<file path="src/cmd_parse_pkg.sv">
package cmd_parse_pkg;

	// ====================
	// field widths
	// ====================
	localparam int data_width  = 8;
	localparam int ch_bits     = 4;
	localparam int reg_bits    = 2;
	localparam int glob_width  = 11;
	localparam int state_width = 5;

	// global command codes
	typedef enum logic [2:0] {
		gc_irq_en   = 3'd0,
		gc_irq_stat = 3'd1,
		gc_restart  = 3'd2
	} glob_cmd_t;

	// fixed bits, then major.minor.revision
	localparam logic [glob_width-1:0] version_word = {2'b10, 3'd1, 3'd0, 3'd0};

	// ====================
	// per-channel register map
	// ====================
	localparam logic [reg_bits-1:0] reg_ctrl  = 2'd0;
	localparam logic [reg_bits-1:0] reg_bps   = 2'd1;
	localparam logic [reg_bits-1:0] reg_frame = 2'd2;
	localparam logic [reg_bits-1:0] reg_spare = 2'd3;

	typedef struct packed {
		logic [5:0] rsvd;
		logic       tx_en;
		logic       rx_en;
	} ctrl_bits_t;

	typedef struct packed {
		logic       stop_bit;
		logic       csum_en;
		logic [1:0] csum_mode;
		logic [3:0] rsvd;
	} frame_bits_t;

	// one register byte, seen through the view its offset calls for
	typedef union packed {
		logic [data_width-1:0] raw;
		ctrl_bits_t            ctrl;
		frame_bits_t           frame;
	} cfg_word_u;

endpackage

</file>
<file path="src/chan_cfg_regs.sv">
`timescale 1ns/1ps

module chan_cfg_regs #(
	parameter int n_ch = 11
) (
	input  logic                                                 clk,
	input  logic                                                 rst_n,
	input  logic [cmd_parse_pkg::reg_bits-1:0]                   sub_cmd,
	input  logic [cmd_parse_pkg::ch_bits-1:0]                    sub_cmd_addr,
	input  logic [cmd_parse_pkg::data_width-1:0]                 sub_cmd_data,
	input  logic                                                 sub_cmd_en,
	input  logic                                                 sub_cmd_fb_en,
	input  logic [n_ch-1:0][cmd_parse_pkg::state_width-1:0]      uart_state,
	input  logic [n_ch-1:0]                                      chan_rd_empty,
	output logic [n_ch-1:0]                                      rx_en,
	output logic [n_ch-1:0]                                      tx_en,
	output logic [n_ch-1:0][cmd_parse_pkg::data_width-1:0]       bps,
	output logic [n_ch-1:0]                                      stop_bit,
	output logic [n_ch-1:0]                                      csum_en,
	output logic [n_ch-1:0][1:0]                                 csum_mode,
	output logic [cmd_parse_pkg::data_width-1:0]                 sub_cmd_fb_data
);

	localparam logic [cmd_parse_pkg::ch_bits:0] n_ch_lim = (cmd_parse_pkg::ch_bits + 1)'(n_ch);

	// four register bytes per channel
	cmd_parse_pkg::cfg_word_u regs [n_ch][4];
	cmd_parse_pkg::cfg_word_u cur;
	logic                     in_range;

	assign in_range = ({1'b0, sub_cmd_addr} < n_ch_lim);
	assign cur      = regs[sub_cmd_addr][sub_cmd];

	// ====================
	// host writes
	// ====================
	always_ff @(posedge clk) begin
		if (!rst_n) begin
			for (int c = 0; c < n_ch; c++) begin
				for (int r = 0; r < 4; r++) begin
					regs[c][r].raw <= '0;
				end
			end
		end else if (sub_cmd_en && in_range) begin
			regs[sub_cmd_addr][sub_cmd].raw <= sub_cmd_data;
		end
	end

	// ====================
	// readback
	// ====================
	always_ff @(posedge clk) begin
		if (!rst_n) begin
			sub_cmd_fb_data <= '0;
		end else if (sub_cmd_fb_en) begin
			if (!in_range) begin
				sub_cmd_fb_data <= '0;
			end else begin
				case (sub_cmd)
					// status: rx data pending, live uart state, stored enables
					cmd_parse_pkg::reg_ctrl: begin
						sub_cmd_fb_data <= {~chan_rd_empty[sub_cmd_addr],
						                    uart_state[sub_cmd_addr],
						                    cur.ctrl.tx_en,
						                    cur.ctrl.rx_en};
					end
					cmd_parse_pkg::reg_bps,
					cmd_parse_pkg::reg_frame,
					cmd_parse_pkg::reg_spare: begin
						sub_cmd_fb_data <= cur.raw;
					end
				endcase
			end
		end
	end

	// ====================
	// config outputs
	// ====================
	for (genvar ch = 0; ch < n_ch; ch++) begin : g_decode
		assign rx_en[ch]     = regs[ch][cmd_parse_pkg::reg_ctrl].ctrl.rx_en;
		assign tx_en[ch]     = regs[ch][cmd_parse_pkg::reg_ctrl].ctrl.tx_en;
		assign bps[ch]       = regs[ch][cmd_parse_pkg::reg_bps].raw;
		assign stop_bit[ch]  = regs[ch][cmd_parse_pkg::reg_frame].frame.stop_bit;
		assign csum_en[ch]   = regs[ch][cmd_parse_pkg::reg_frame].frame.csum_en;
		assign csum_mode[ch] = regs[ch][cmd_parse_pkg::reg_frame].frame.csum_mode;
	end

	// address lines are shared, so a write and a read together always collide
	a_no_same_addr: assert property (
		@(posedge clk) disable iff (!rst_n)
		sub_cmd_en |-> !sub_cmd_fb_en
	) else $error("channel register write and read hit the same address");

endmodule

</file>
<file path="src/cmd_parse.sv">
`timescale 1ns/1ps

module cmd_parse #(
	parameter int n_ch = 11
) (
	input  logic                                                 clk,
	input  logic                                                 rst_n,
	// ====================
	// global commands
	// ====================
	input  logic [2:0]                                           glob_cmd,
	input  logic [cmd_parse_pkg::glob_width-1:0]                 glob_cmd_data,
	input  logic                                                 glob_cmd_en,
	input  logic                                                 glob_cmd_fb_en,
	output logic [cmd_parse_pkg::glob_width-1:0]                 glob_cmd_fb_data,
	output logic                                                 glob_irq,
	// ====================
	// channel commands
	// ====================
	input  logic [cmd_parse_pkg::reg_bits-1:0]                   sub_cmd,
	input  logic [cmd_parse_pkg::ch_bits-1:0]                    sub_cmd_addr,
	input  logic [cmd_parse_pkg::data_width-1:0]                 sub_cmd_data,
	input  logic                                                 sub_cmd_en,
	input  logic                                                 sub_cmd_fb_en,
	output logic [cmd_parse_pkg::data_width-1:0]                 sub_cmd_fb_data,
	// ====================
	// host fifo port
	// ====================
	input  logic [cmd_parse_pkg::ch_bits-1:0]                    fifo_wr_addr,
	input  logic [cmd_parse_pkg::data_width-1:0]                 fifo_wr_data,
	input  logic                                                 fifo_wr_en,
	output logic                                                 fifo_wr_full,
	input  logic [cmd_parse_pkg::ch_bits-1:0]                    fifo_rd_addr,
	input  logic                                                 fifo_rd_en,
	output logic [cmd_parse_pkg::data_width-1:0]                 fifo_rd_data,
	output logic                                                 fifo_rd_empty,
	// ====================
	// uart channels
	// ====================
	input  logic [n_ch-1:0]                                      iq,
	input  logic [n_ch-1:0][cmd_parse_pkg::state_width-1:0]      uart_state,
	input  logic [n_ch-1:0]                                      chan_wr_full,
	input  logic [n_ch-1:0]                                      chan_rd_empty,
	input  logic [n_ch-1:0][cmd_parse_pkg::data_width-1:0]       chan_rd_data,
	output logic [n_ch-1:0]                                      iq_en,
	output logic [n_ch-1:0]                                      chan_rst,
	output logic [n_ch-1:0]                                      rx_en,
	output logic [n_ch-1:0]                                      tx_en,
	output logic [n_ch-1:0][cmd_parse_pkg::data_width-1:0]       bps,
	output logic [n_ch-1:0]                                      stop_bit,
	output logic [n_ch-1:0]                                      csum_en,
	output logic [n_ch-1:0][1:0]                                 csum_mode,
	output logic [n_ch-1:0]                                      chan_wr_en,
	output logic [n_ch-1:0]                                      chan_rd_en,
	output logic [cmd_parse_pkg::data_width-1:0]                 chan_wr_data
);

	glob_cmd_unit #(.n_ch(n_ch)) i_glob_cmd_unit (
		.clk, .rst_n, .glob_cmd, .glob_cmd_data, .glob_cmd_en, .glob_cmd_fb_en,
		.iq, .iq_en, .chan_rst, .glob_cmd_fb_data, .glob_irq
	);

	chan_cfg_regs #(.n_ch(n_ch)) i_chan_cfg_regs (
		.clk, .rst_n, .sub_cmd, .sub_cmd_addr, .sub_cmd_data, .sub_cmd_en,
		.sub_cmd_fb_en, .uart_state, .chan_rd_empty, .rx_en, .tx_en, .bps,
		.stop_bit, .csum_en, .csum_mode, .sub_cmd_fb_data
	);

	fifo_wr_route #(.n_ch(n_ch)) i_fifo_wr_route (
		.clk, .rst_n, .fifo_wr_addr, .fifo_wr_data, .fifo_wr_en, .chan_wr_full,
		.chan_wr_en, .chan_wr_data, .fifo_wr_full
	);

	fifo_rd_route #(.n_ch(n_ch)) i_fifo_rd_route (
		.clk, .rst_n, .fifo_rd_addr, .fifo_rd_en, .chan_rd_data, .chan_rd_empty,
		.chan_rd_en, .fifo_rd_data, .fifo_rd_empty
	);

endmodule

</file>
<file path="src/fifo_rd_route.sv">
`timescale 1ns/1ps

module fifo_rd_route #(
	parameter int n_ch = 11
) (
	input  logic                                             clk,
	input  logic                                             rst_n,
	input  logic [cmd_parse_pkg::ch_bits-1:0]                fifo_rd_addr,
	input  logic                                             fifo_rd_en,
	input  logic [n_ch-1:0][cmd_parse_pkg::data_width-1:0]   chan_rd_data,
	input  logic [n_ch-1:0]                                  chan_rd_empty,
	output logic [n_ch-1:0]                                  chan_rd_en,
	output logic [cmd_parse_pkg::data_width-1:0]             fifo_rd_data,
	output logic                                             fifo_rd_empty
);

	localparam logic [cmd_parse_pkg::ch_bits:0] n_ch_lim = (cmd_parse_pkg::ch_bits + 1)'(n_ch);

	logic            in_range;
	logic [n_ch-1:0] rd_sel;
	logic [1:0]      empty_pipe;

	assign in_range = ({1'b0, fifo_rd_addr} < n_ch_lim);

	always_comb begin
		rd_sel = '0;
		if (fifo_rd_en && in_range) begin
			rd_sel[fifo_rd_addr] = 1'b1;
		end
	end

	// ====================
	// strobe and empty flag
	// ====================
	always_ff @(posedge clk) begin
		if (!rst_n) begin
			chan_rd_en <= '0;
			empty_pipe <= 2'b11;
		end else begin
			chan_rd_en <= rd_sel;
			if (in_range) begin
				empty_pipe[0] <= chan_rd_empty[fifo_rd_addr];
			end
			empty_pipe[1] <= empty_pipe[0];
		end
	end

	assign fifo_rd_empty = empty_pipe[1];

	// read byte of the selected channel, one cycle behind the address
	always_ff @(posedge clk) begin
		if (in_range) begin
			fifo_rd_data <= chan_rd_data[fifo_rd_addr];
		end
	end

	a_rd_onehot: assert property (
		@(posedge clk) disable iff (!rst_n)
		$onehot0(chan_rd_en)
	) else $error("more than one channel read strobe active");

endmodule

</file>
<file path="src/fifo_wr_route.sv">
`timescale 1ns/1ps

module fifo_wr_route #(
	parameter int n_ch = 11
) (
	input  logic                                   clk,
	input  logic                                   rst_n,
	input  logic [cmd_parse_pkg::ch_bits-1:0]      fifo_wr_addr,
	input  logic [cmd_parse_pkg::data_width-1:0]   fifo_wr_data,
	input  logic                                   fifo_wr_en,
	input  logic [n_ch-1:0]                        chan_wr_full,
	output logic [n_ch-1:0]                        chan_wr_en,
	output logic [cmd_parse_pkg::data_width-1:0]   chan_wr_data,
	output logic                                   fifo_wr_full
);

	localparam logic [cmd_parse_pkg::ch_bits:0] n_ch_lim = (cmd_parse_pkg::ch_bits + 1)'(n_ch);

	logic            in_range;
	logic [n_ch-1:0] wr_sel;

	assign in_range = ({1'b0, fifo_wr_addr} < n_ch_lim);

	// one-hot channel strobe
	always_comb begin
		wr_sel = '0;
		if (fifo_wr_en && in_range) begin
			wr_sel[fifo_wr_addr] = 1'b1;
		end
	end

	always_ff @(posedge clk) begin
		if (!rst_n) begin
			chan_wr_en   <= '0;
			fifo_wr_full <= 1'b0;
		end else begin
			chan_wr_en <= wr_sel;
			// unknown channel keeps the last reported flag
			if (in_range) begin
				fifo_wr_full <= chan_wr_full[fifo_wr_addr];
			end
		end
	end

	// shared byte bus, lines up with the strobe
	always_ff @(posedge clk) begin
		chan_wr_data <= fifo_wr_data;
	end

	a_wr_onehot: assert property (
		@(posedge clk) disable iff (!rst_n)
		$onehot0(chan_wr_en)
	) else $error("more than one channel write strobe active");

endmodule

</file>
<file path="src/glob_cmd_unit.sv">
`timescale 1ns/1ps

module glob_cmd_unit #(
	parameter int n_ch = 11
) (
	input  logic                                   clk,
	input  logic                                   rst_n,
	input  logic [2:0]                             glob_cmd,
	input  logic [cmd_parse_pkg::glob_width-1:0]   glob_cmd_data,
	input  logic                                   glob_cmd_en,
	input  logic                                   glob_cmd_fb_en,
	input  logic [n_ch-1:0]                        iq,
	output logic [n_ch-1:0]                        iq_en,
	output logic [n_ch-1:0]                        chan_rst,
	output logic [cmd_parse_pkg::glob_width-1:0]   glob_cmd_fb_data,
	output logic                                   glob_irq
);

	localparam int ext_width = n_ch + cmd_parse_pkg::glob_width;

	cmd_parse_pkg::glob_cmd_t cmd;
	logic [ext_width-1:0]     data_ext;
	logic [ext_width-1:0]     en_ext;
	logic [ext_width-1:0]     iq_ext;
	logic                     irq_any;

	assign cmd = cmd_parse_pkg::glob_cmd_t'(glob_cmd);

	// zero-extend so any channel count lines up with the 11-bit command word
	assign data_ext = {{n_ch{1'b0}}, glob_cmd_data};
	assign en_ext   = {{cmd_parse_pkg::glob_width{1'b0}}, iq_en};
	assign iq_ext   = {{cmd_parse_pkg::glob_width{1'b0}}, iq};

	// ====================
	// command writes
	// ====================
	always_ff @(posedge clk) begin
		if (!rst_n) begin
			iq_en    <= '0;
			chan_rst <= '0;
		end else if (glob_cmd_en) begin
			if (cmd == cmd_parse_pkg::gc_irq_en) begin
				iq_en <= data_ext[n_ch-1:0];
			end
			// reset mask holds until the next global command of any kind
			if (cmd == cmd_parse_pkg::gc_restart) begin
				chan_rst <= data_ext[n_ch-1:0];
			end else begin
				chan_rst <= '0;
			end
		end
	end

	// ====================
	// feedback reads
	// ====================
	always_ff @(posedge clk) begin
		if (!rst_n) begin
			glob_cmd_fb_data <= '0;
		end else if (glob_cmd_fb_en) begin
			case (cmd)
				cmd_parse_pkg::gc_irq_en:   glob_cmd_fb_data <= en_ext[cmd_parse_pkg::glob_width-1:0];
				cmd_parse_pkg::gc_irq_stat: glob_cmd_fb_data <= iq_ext[cmd_parse_pkg::glob_width-1:0];
				cmd_parse_pkg::gc_restart:  glob_cmd_fb_data <= cmd_parse_pkg::version_word;
				default:                    glob_cmd_fb_data <= '0;
			endcase
		end
	end

	// raw levels only, enables are not applied here
	always_ff @(posedge clk) begin
		if (!rst_n) begin
			irq_any <= 1'b0;
		end else begin
			irq_any <= |iq;
		end
	end

	// active low toward the host
	assign glob_irq = ~irq_any;

	// host never issues a write and a readback in one cycle
	a_no_wr_rd_overlap: assert property (
		@(posedge clk) disable iff (!rst_n)
		!(glob_cmd_en && glob_cmd_fb_en)
	) else $error("global write and feedback request in the same cycle");

endmodule

</file>
<file path="config.mk">
export PLATFORM = sky130hd
export DESIGN_NAME = cmd_parse
export DESIGN_NICKNAME = d
export VERILOG_FILES = /design/src/cmd_parse_pkg.sv /design/src/chan_cfg_regs.sv /design/src/cmd_parse.sv /design/src/fifo_rd_route.sv /design/src/fifo_wr_route.sv /design/src/glob_cmd_unit.sv
export SDC_FILE = /design/constraint.sdc
export NUM_CORES = 1
export LEC_CHECK = 0
export BUFFER_PORTS_ARGS = -buffer_cell sky130_fd_sc_hd__buf_2
export CORE_MARGIN = 8
export CORE_UTILIZATION = 30
export CTS_CLUSTER_DIAMETER = 100
export DETAILED_ROUTE_END_ITERATION = 10
export PLACE_DENSITY = 0.52
export SLEW_MARGIN = 10
export SYNTH_ARGS = -nofsm -noshare
export SYNTH_HDL_FRONTEND = slang
export SYNTH_SLANG_ARGS = --single-unit
</file>
<file path="constraint.sdc">
create_clock -name clk -period 6.6 [get_ports clk]
set_input_delay 1.32 -clock clk [delete_from_list [all_inputs] [get_ports clk]]
set_output_delay 1.32 -clock clk [all_outputs]
set_load 0.02 [all_outputs]
</file>
Yosys cells after proc, flatten, opt, wreduce, memory -nomap -nowiden
Memory sizes are Yosys's and may differ from the RTL's.
Index checks and enable logic that the tools add are counted.
W data, S select, Z words.
- bits in registers: 83
- RAM bits: 352
- input bits: 228
- output and inout port bits: 236
- memories kept: 1
- memories (name ; depth ; width ; read ports ; clocked after Yosys merged registers in ; wr ports ; RTL line ; text):
    i_chan_cfg_regs.regs ; 11 ; 32 ; 12 ; 0 ; 11 ; chan_cfg_regs.sv:27 ; cmd_parse_pkg::cfg_word_u regs [n_ch][4];
- order comparisons: 10
- eq/ne operators: 5
- mux-type cells: 30
- bitwise operators: 3
- reduce and logical (&&, ||, !) cells: 14
- operator list (kind ; number):
    $mux W32 ; 3
    $mux W8 ; 5
    $pmux W11 S3 ; 1
    $bmux W8 S4 ; 1
    $reduce_or A32 Y1 ; 1
    $bmux W5 S4 ; 1
    $bmux W8 S2 ; 1
    $demux W8 S2 ; 1
    $pmux W8 S2 ; 1
    $lt A4 B5 Y1 const B ; 3
    $bmux W1 S4 ; 3
    $lt A4 B4 Y1 const B ; 3
    $mux W11 ; 1
    $reduce_or A11 Y1 ; 1
    $demux W1 S4 ; 2
    $ge A4 B1 Y1 const B ; 2
    $mux W1 ; 8
    $logic_and A1 B1 Y1 ; 6
    $reduce_and A2 Y1 ; 3
    $mux W5 ; 1
    $eq A2 B2 Y1 const B ; 2
    $mux W4 ; 1
    $eq A3 B1 Y1 const B ; 1
    $eq A3 B2 Y1 const B ; 1
    8 further kinds ; 9

Logic depth before layout (Yosys ltp)
Gate-level depths: netlist of run 1.
- word-level depth: 8
- mapped depth: 9
- depth with buffers taken out: 5

Modules after synthesis
From an unflattened synthesis of run 1, not the netlist that was laid out.
- cells, all modules: 1724
- area, all modules: 24018.0 um^2
- modules (own cells, without submodules) (module ; times used ; cells an instance ; area each (um^2) ; seq. area each (um^2)):
    chan_cfg_regs ; 1 ; 1401 ; 20483.4 ; 12652.1
    fifo_rd_route ; 1 ; 123 ; 1511.4 ; 500.5
    glob_cmd_unit ; 1 ; 148 ; 1407.6 ; 680.7
    fifo_wr_route ; 1 ; 52 ; 615.6 ; 400.4

Worst setup path after synthesis of run 1
Ideal clock, no wire load.
- path kind: input-to-reg
- from: in sub_cmd_addr[2] in the netlist's numbering
- to: mem i_chan_cfg_regs.regs[6][0] in the netlist's numbering (enable)
- library setup time: 0.384 ns
- arrival: 2.973 ns
- data required time: 6.216 ns
- path slack: 3.243 ns
- cell stages on the path: 6
- buffers on the path: 4
- path through: clkbuf_1 buf_2 buf_2 buf_2 nand3_1 o21ai_0
- RTL lines (element ; RTL line ; text):
    start: declaration ; cmd_parse.sv:21 ; input logic [cmd_parse_pkg::ch_bits-1:0] sub_cmd_addr,
    end: declaration ; chan_cfg_regs.sv:27 ;

==> results of run 1 <==
[state kept, by name (all words and copies together), names as in the netlist, 11 cells and up]
| name | cells |
|---|---|
| i_fifo_wr_route.chan_wr_en | 11 |
| i_fifo_rd_route.chan_rd_en | 11 |
| i_glob_cmd_unit.glob_cmd_fb_data | 11 |
| i_glob_cmd_unit.chan_rst | 11 |
| i_glob_cmd_unit.iq_en | 11 |
| i_chan_cfg_regs.regs | 416 |
[layout make-up]
type	count	area, µm²
flip-flops and latches	499	14200
repair buffers	489	2520
well taps	1050	1310
inverters	7	26.3
multi-input cells	1088	8360
fillers	7772	50600
diodes	2	5.00
clock inverters	40	358
clock buffers	68	1470
[path summary, 6_finish.rpt]
kind,startpoint,endpoint,slack [ns]
worst max-delay path,sub_cmd_addr[3],i_chan_cfg_regs.regs[9][2],2.43
worst min register to register,i_fifo_rd_route.empty_pipe[0],i_fifo_rd_route.empty_pipe[1],0.46
worst max register to register,i_chan_cfg_regs.regs[4][20],i_chan_cfg_regs.sub_cmd_fb_data[4],4.42
worst min-delay path,i_fifo_rd_route.empty_pipe[0],i_fifo_rd_route.empty_pipe[1],0.46
[worst max-delay path: cells and delay by family]
| family | cells | cell delay (ns) |
|---|---|---|
| compound gates | 1 | 0.98 |
| simple gates | 2 | 1.16 |
| buf+inv | 2 | 0.92 |
[layer usage]
metal | up-vias | GRT usage (%) | wire, µm
met3 | 112 | 4.87 | 6480
li1 | 6963 | - | -
met4 | 2 | 4.84 | 2270
met5 | - | 0 | 13
met2 | 704 | 30.5 | 39900
met1 | 7982 | 22.5 | 33700
[logic make-up (layout without fill, tap and decap cells)]
kind of cell,Yosys count,count (layout),share of synthesized area [%]
and+or+nand+nor,564,564,12.8
buffers and inverters,278,604,7.29
other,1,132,0.0157
muxes,198,198,15.0
DFF,499,499,59.7
AOI/OAI and AO/OA,196,196,5.23
[power breakdown]
part	total [W]	internal [W]	switching [W]
logic	0.000834	0.000307	0.000527
clock network	0.00311	0.00176	0.00135
registers	0.00369	0.00361	0.0000884
total	0.00763	0.00567	0.00197
[stage by stage]
stage	util [%]	instances	area [µm²]	hold slack, ns
floorplan	-	1865	24300	0.391
global placement	33.5	3133	26500	0.453
detailed placement	33.5	3133	26500	0.456
CTS	35.9	3241	28300	0.472
global route	35.9	3241	28300	0.490
finish	35.9	3243	28300	0.459
[placed cells by master, fill, tap and decap left out, drive strengths merged, types with 3 or more instances in the layout]
cell / count
nor4b: 4
mux2i: 54
o221ai: 5
nand2: 84
clkinvlp: 4
clkbuf: 68
a2111oi: 4
nand2b: 13
nand4: 3
a22o: 4
a211oi: 5
o21ai: 72
nor2b: 21
o31ai: 3
a22oi: 11
nor4: 3
a31oi: 5
nand3b: 6
mux2: 21
o211ai: 12
nor3: 10
a211o: 3
conb: 130
mux4: 123
or3: 4
bufinv: 4
nor2: 110
nand3: 12
clkinv: 29
inv: 10
a21oi: 43
dfxtp: 75
edfxtp: 424
a221oi: 10
and2: 289
buf: 489
==> summary.txt, run 1 <==
Status
  • Result of the run: finished clean

Timing
  • RSZ-0062 raised after global routing: false
  • Final Hold Violating Endpoints: 0
  • Final Max Slew Viols: 0
  • Setup total negative slack: 0 ns
  • Slew @ Worst Pin: 1.21 ns
  • Highest clock frequency the design can meet: 0.240 GHz
  • Worst setup slack after layout: between 2 and 2.5 ns
  • Final clock period utilization by the worst path: 63.2%
  • Final number of setup-violating endpoints: 0
  • Worst-case headroom to the max-slew limit: between 10% and 20%
  • Crit path time final: 4.17 ns
  • Clock Skew: ~0.036 ns

Floorplan
  • Die width: ~300 µm
  • Floorplan die area: a little under 90000 µm²
  • Height of the die: 298 µm
  • Number of top-level design ports: 464
  • Starting Density: between 30% and 40%
  • Number of standard-cell rows in the floorplan: 103
  • Core Area: around 79000 µm²

Power and ir drop
  • Worst IR drop on VDD: 187 µV
  • Overall power consumption: 0.00763 W
  • Lkg Pwr: 10.8 nW
  • Total power per unit cell area: around 270 nW/µm²

Worst setup path
  • Critical path data arrival time: between 4 and 5 ns
  • Category of the worst setup path capture point: register
  • Depth of the worst register-to-register path: 5
  • Worst Path Class, Setup: input port to register
  • Critical path data required time: roughly 6.9 ns
  • Kind of start point of the critical path: input port
  • Sequence of cells on the critical path: buf_2 > buf_4 > nor2b_1 > nand2_1 > o21ai_0
  • Crit-path slowest cell: sky130_fd_sc_hd__o21ai_0
  • Biggest fanout along the worst timing path: 26
  • Slowest stage delay, CP: 0.98 ns

Global route
  • Wire length of the first global-routing pass: 118 mm
  • Antenna violations before repair: 8
  • Final global-route overflow total: 0
  • Maximum number of pins on one net before global-route repair: 71
  • Number of global-route vias before repair: between 15000 and 20000
  • Aggregate global-route resource usage: between 10% and 20%

Clocking
  • Hold-fix buffers, CTS: 0
  • Post-CTS setup buffers: 0
  • Clock buffers created by TritonCTS: 57
  • CTS Buffer Depth: 3
  • Post-cts gate resize count: 0
  • CTS H-tree depth: 2
  • CTS tree: built
  • Clock sink total: 499
  • Clk Latency, worst-skew pair: 0.65 ns
  • Root Driver: sky130_fd_sc_hd__clkbuf_16
  • Clock slew at the register clock pins of the worst setup and hold paths: 0.06 ns

Yosys
  • Predominant post-synthesis flop cell: sky130_fd_sc_hd__edfxtp_1
  • Most common cell in the netlist: sky130_fd_sc_hd__edfxtp_1
  • Average cell area after synthesis: ~14 µm²
  • Synth Warn #: 0
  • Share of synthesized area occupied by flip-flops and latches: approximately three fifths
  • Unique masters post-synth: 60
  • Cell area after synthesis: 23800 µm²
  • Area share of the leading cell type in the synthesized netlist: a little over half
  • Share of flip-flops with an asynchronous set or reset after synthesis: 0%
  • Post-synth EDFFs: between 400 and 500
  • Most used standard cells in the synthesized netlist: sky130_fd_sc_hd__edfxtp_1, sky130_fd_sc_hd__and2_1, sky130_fd_sc_hd__buf_4, sky130_fd_sc_hd__mux4_2, sky130_fd_sc_hd__nor2_1
  • Largest area contributor in the synthesized netlist: sky130_fd_sc_hd__edfxtp_1
  • Synthesized instance count: between 1500 and 2000
  • Flip-flop and latch count after synthesis: between 400 and 500
  • Leading post-synthesis cells by cell area: sky130_fd_sc_hd__edfxtp_1, sky130_fd_sc_hd__mux4_2, sky130_fd_sc_hd__and2_1, sky130_fd_sc_hd__dfxtp_1, sky130_fd_sc_hd__buf_4

Drt
  • Via total after detailed routing: 15763
  • Wire length per cell after detailed routing: 25.4 µm
  • DRC viols: 0
  • Via-per-instance ratio: 4.86
  • Iter 0 DRT Violations: between 1000 and 1500
  • Final WL: just over 80 mm
  • Antenna viol nets, final: 0
  • Number of iterations in the first detailed-routing pass: 5

Finish
  • Layout Area Growth over Synthesis: 18.7%
  • Layout cells sized above 1: 32.6%
  • Fin nets: approximately 2400

Placement
  • Number of port buffers: 463
  • Setup slack at placement: 1.74 ns
  • Final estimated routing congestion in global placement: 0.947
  • Detailed-placement wirelength estimate: 60.6 mm

Worst hold path
  • Hold WC Path Type: register to register
  • Worst hold path cell count: 2

Flow run
  • Number of max-capacitance violations reported: 0
Power figures use the tool's default switching activity.
==> run 2: changes to the inputs <==
--- a/config.mk
+++ b/config.mk
@@ -5,6 +5,7 @@
 export SDC_FILE = /design/constraint.sdc
 export NUM_CORES = 1
 export LEC_CHECK = 0
+export ABC_AREA = 1
 export BUFFER_PORTS_ARGS = -buffer_cell sky130_fd_sc_hd__buf_2
 export CORE_MARGIN = 8
 export CORE_UTILIZATION = 30
==> constraint.sdc (replaced) <==
create_clock -name clk -period 4.25 [get_ports clk]
set_input_delay 0.85 -clock clk [delete_from_list [all_inputs] [get_ports clk]]
set_output_delay 0.85 -clock clk [all_outputs]
set_load 0.02 [all_outputs]
==> run 2 against run 1 <==
Count of clock-buffer cells in the layout is 9 higher. Routed wire length is 16% higher. Worst setup slack worse by 1.1 ns. Register-to-register slack worse by 1.9 ns. Synthesized area is 1.1% lower. Final area is 0.86% higher. Die area is 1.1% lower. Combinational power is 65% higher. Non-clock buffer count is 47 higher. Highest routed layer unchanged. Critical endpoint is now i_chan_cfg_regs.regs[4][0]. Worst hold slack worse by 0.15 ns. Clock skew is 0.0067 ns lower. Critical path type unchanged.
==> summary.txt, run 2 <==
Status
  • Result of the run: finished clean

Yosys
  • Area share of the leading cell type in the synthesized netlist: roughly 54%
  • Leading post-synthesis cells by cell area: sky130_fd_sc_hd__edfxtp_1, sky130_fd_sc_hd__nand2_1, sky130_fd_sc_hd__dfxtp_1, sky130_fd_sc_hd__nor2_1, sky130_fd_sc_hd__buf_4
  • Most common cell in the netlist: sky130_fd_sc_hd__nand2_1
  • Synth Warn #: 0
  • Predominant post-synthesis flop cell: sky130_fd_sc_hd__edfxtp_1
  • Unique masters post-synth: 31
  • Flip-flop and latch count after synthesis: 499
  • Synthesized instance count: 2609
  • Share of flip-flops with an asynchronous set or reset after synthesis: 0%
  • Average cell area after synthesis: 9.03 µm²
  • Most used standard cells in the synthesized netlist: sky130_fd_sc_hd__nand2_1, sky130_fd_sc_hd__edfxtp_1, sky130_fd_sc_hd__nor2_1, sky130_fd_sc_hd__buf_4, sky130_fd_sc_hd__a22oi_1
  • Cell area after synthesis: 23600 µm²
  • Post-synth EDFFs: 424
  • Share of synthesized area occupied by flip-flops and latches: 60.4%
  • Largest area contributor in the synthesized netlist: sky130_fd_sc_hd__edfxtp_1

Clocking
  • CTS H-tree depth: 2
  • Clock buffers created by TritonCTS: 58
  • Clk Latency, worst-skew pair: 0.64 ns
  • Post-CTS setup buffers: 0
  • Post-cts gate resize count: 0
  • Hold-fix buffers, CTS: 0
  • CTS tree: built
  • CTS Buffer Depth: 3
  • Root Driver: sky130_fd_sc_hd__clkbuf_16
  • Clock sink total: 499
  • Clock slew at the register clock pins of the worst setup and hold paths: 0.06 ns

Finish
  • Leading cell types in the layout, fill and taps excluded: sky130_fd_sc_hd__nand2_1, sky130_fd_sc_hd__buf_2, sky130_fd_sc_hd__edfxtp_1, sky130_fd_sc_hd__nor2_1, sky130_fd_sc_hd__conb_1
  • Most flop-heavy register: i_chan_cfg_regs.regs
  • Most common cell after layout, fill and taps aside: sky130_fd_sc_hd__nand2_1
  • Fin nets: roughly 3300
  • Flip-flop count of the largest register after layout: roughly 420
  • Layout cells sized above 1: 21.0%
  • Layout Area Growth over Synthesis: 21.0%
  • Post-route core utilization: 36.8%

Worst setup path
  • Worst Path Class, Setup: input port to register
  • Endpoint of the worst register-to-register path: i_chan_cfg_regs.sub_cmd_fb_data[6]
  • Category of the worst setup path capture point: register
  • Slowest stage delay, CP: 0.79 ns
  • Register-to-register setup slack: 2.53 ns
  • Biggest fanout along the worst timing path: 24
  • Number of gates on the worst path with buffers counted: 8
  • Kind of start point of the critical path: input port
  • Sequence of cells on the critical path: buf_4 > nand2_2 > o21ai_1 > nor2_1 > nand2_1 > nor2_1 > nand2_1 > nand2_1
  • Critical path data arrival time: 3.25 ns
  • Depth of the worst register-to-register path: 12
  • Dominant cell type by count on the critical path: sky130_fd_sc_hd__nand2_1
  • Crit-path slowest cell: sky130_fd_sc_hd__nor2_1
  • Number of buffer and inverter stages on the critical path: 1
  • Worst setup startpoint: sub_cmd_addr[0]
  • Critical path data required time: ~4.5 ns
  • CP top delay family: simple AND/OR/NAND/NOR gates
  • Reg2reg start: i_chan_cfg_regs.regs[7][22]

Drt
  • Wire length per cell after detailed routing: 23.2 µm
  • Iter 0 DRT Violations: 2166
  • Via total after detailed routing: about 20000
  • Final WL: 95.9 mm
  • Number of iterations in the first detailed-routing pass: 7
  • Via-per-instance ratio: 4.82
  • DRC viols: 0
  • Antenna viol nets, final: 0

Floorplan
  • Height of the die: a little under 300 µm
  • Number of top-level design ports: about 460
  • Floorplan die area: 87800 µm²
  • Core Area: 77600 µm²
  • Number of standard-cell rows in the floorplan: 102
  • Die width: between 200 and 300 µm
  • Starting Density: 30.4%

Global route
  • Wire length of the first global-routing pass: 134 mm
  • GR met1 Demand/Resource: between 20% and 30%
  • GRT met3 Usage: 3.87%
  • Final global-route overflow total: 0
  • Number of global-route vias before repair: 19200
  • Aggregate global-route resource usage: around a fifth
  • Antenna violations before repair: 3
  • Most congested layer reported by global routing: met2
  • Met2 capacity usage during global routing: 33.6%
  • Maximum number of pins on one net before global-route repair: approximately 110

Timing
  • Slew @ Worst Pin: approximately 1 ns
  • Worst-case headroom to the max-slew limit: 33.0%
  • Final Max Slew Viols: 0
  • Final number of setup-violating endpoints: 0
  • Final clock period utilization by the worst path: 69.8%
  • Setup total negative slack: 0 ns
  • Clock Skew: 0.0298 ns
  • RSZ-0062 raised after global routing: false
  • Final Hold Violating Endpoints: 0
  • Highest clock frequency the design can meet: 0.337 GHz
  • Crit path time final: 2.97 ns

Placement
  • Final estimated routing congestion in global placement: 0.916
  • Detailed-placement wirelength estimate: 72.1 mm
  • Number of port buffers: 463

Worst hold path
  • Worst hold path cell count: 1
  • Hold WC Path Type: input port to register
  • Start point of the worst min-delay path: fifo_wr_data[2]
  • Hold Path Sink: i_fifo_wr_route.chan_wr_data[2]

Power and ir drop
  • Lkg Pwr: about 13 nW
  • Worst IR drop on VDD: approximately 370 µV
  • Total power per unit cell area: 432 nW/µm²

Flow run
  • Number of max-capacitance violations reported: 0
[run 2: cell count changes in the layout (fill, tap and decap cells not counted), sizes merged, moves of 50 or more]
cell / change
nand2: +976
and2: -289
nor2: +285
mux2i: -54
mux4: -123
inv: +50
a22oi: +77
[run 2: worst max-delay path by stage]
stage / slack [ns] / end
detailed placement: 0.67 / i_chan_cfg_regs.regs[7][5]
finish: 1.28 / i_chan_cfg_regs.regs[4][0]
global placement: 0.66 / i_chan_cfg_regs.regs[7][6]
CTS: 1.32 / i_chan_cfg_regs.regs[4][0]
global route: 1.12 / i_chan_cfg_regs.regs[4][7]
floorplan: 1.78 / i_fifo_rd_route.chan_rd_en[0]
[run 2: cell type report]
class,instances,area (µm²)
multi-input cells,1877,7790
clock inverters,30,352
fillers,8242,49100
repair buffers,536,2960
flip-flops and latches,499,14200
diodes,2,5.00
well taps,1040,1300
clock buffers,77,1630
inverters,69,262
[run 2: logic make-up (layout without fill, tap and decap cells)]
group / count (synthesis) / after routing / synth area share [%]
simple gates: 1531 / 1531 / 25.0
flops: 499 / 499 / 60.4
buf+inv: 362 / 712 / 8.74
compound gates: 216 / 216 / 5.83
other cells: 1 / 132 / 0.0159
[run 2: report_power, final]
part / total [W] / leakage (nW) / switching (W) / internal (W)
clock network: 0.00519 / 0.974 / 0.00213 / 0.00307
registers: 0.00576 / 4.68 / 0.000151 / 0.00560
logic: 0.00138 / 6.96 / 0.000991 / 0.000389
total: 0.0123 / 12.6 / 0.00327 / 0.00906
[run 2: metrics by stage]
step | power, W | cells | hold slack [ns] | setup slack, ns | cell area, µm²
2_1_floorplan | 0.00663 | 2738 | 0.406 | 1.78 | 24100
3_3_place_gp | 0.00724 | 4021 | 0.436 | 0.664 | 26500
3_5_place_dp | 0.00723 | 4021 | 0.436 | 0.666 | 26500
4_1_cts | 0.0124 | 4128 | 0.272 | 1.32 | 28500
5_1_grt | 0.0127 | 4128 | 0.280 | 1.12 | 28500
6_report | 0.0123 | 4130 | 0.308 | 1.28 | 28500
[run 2: routing by layer]
layer	share of wire, %	up-vias
li1	-	9156
met5	0.0083	-
met4	2.5	2
met3	8.4	137
met1	42	9650
met2	47	950
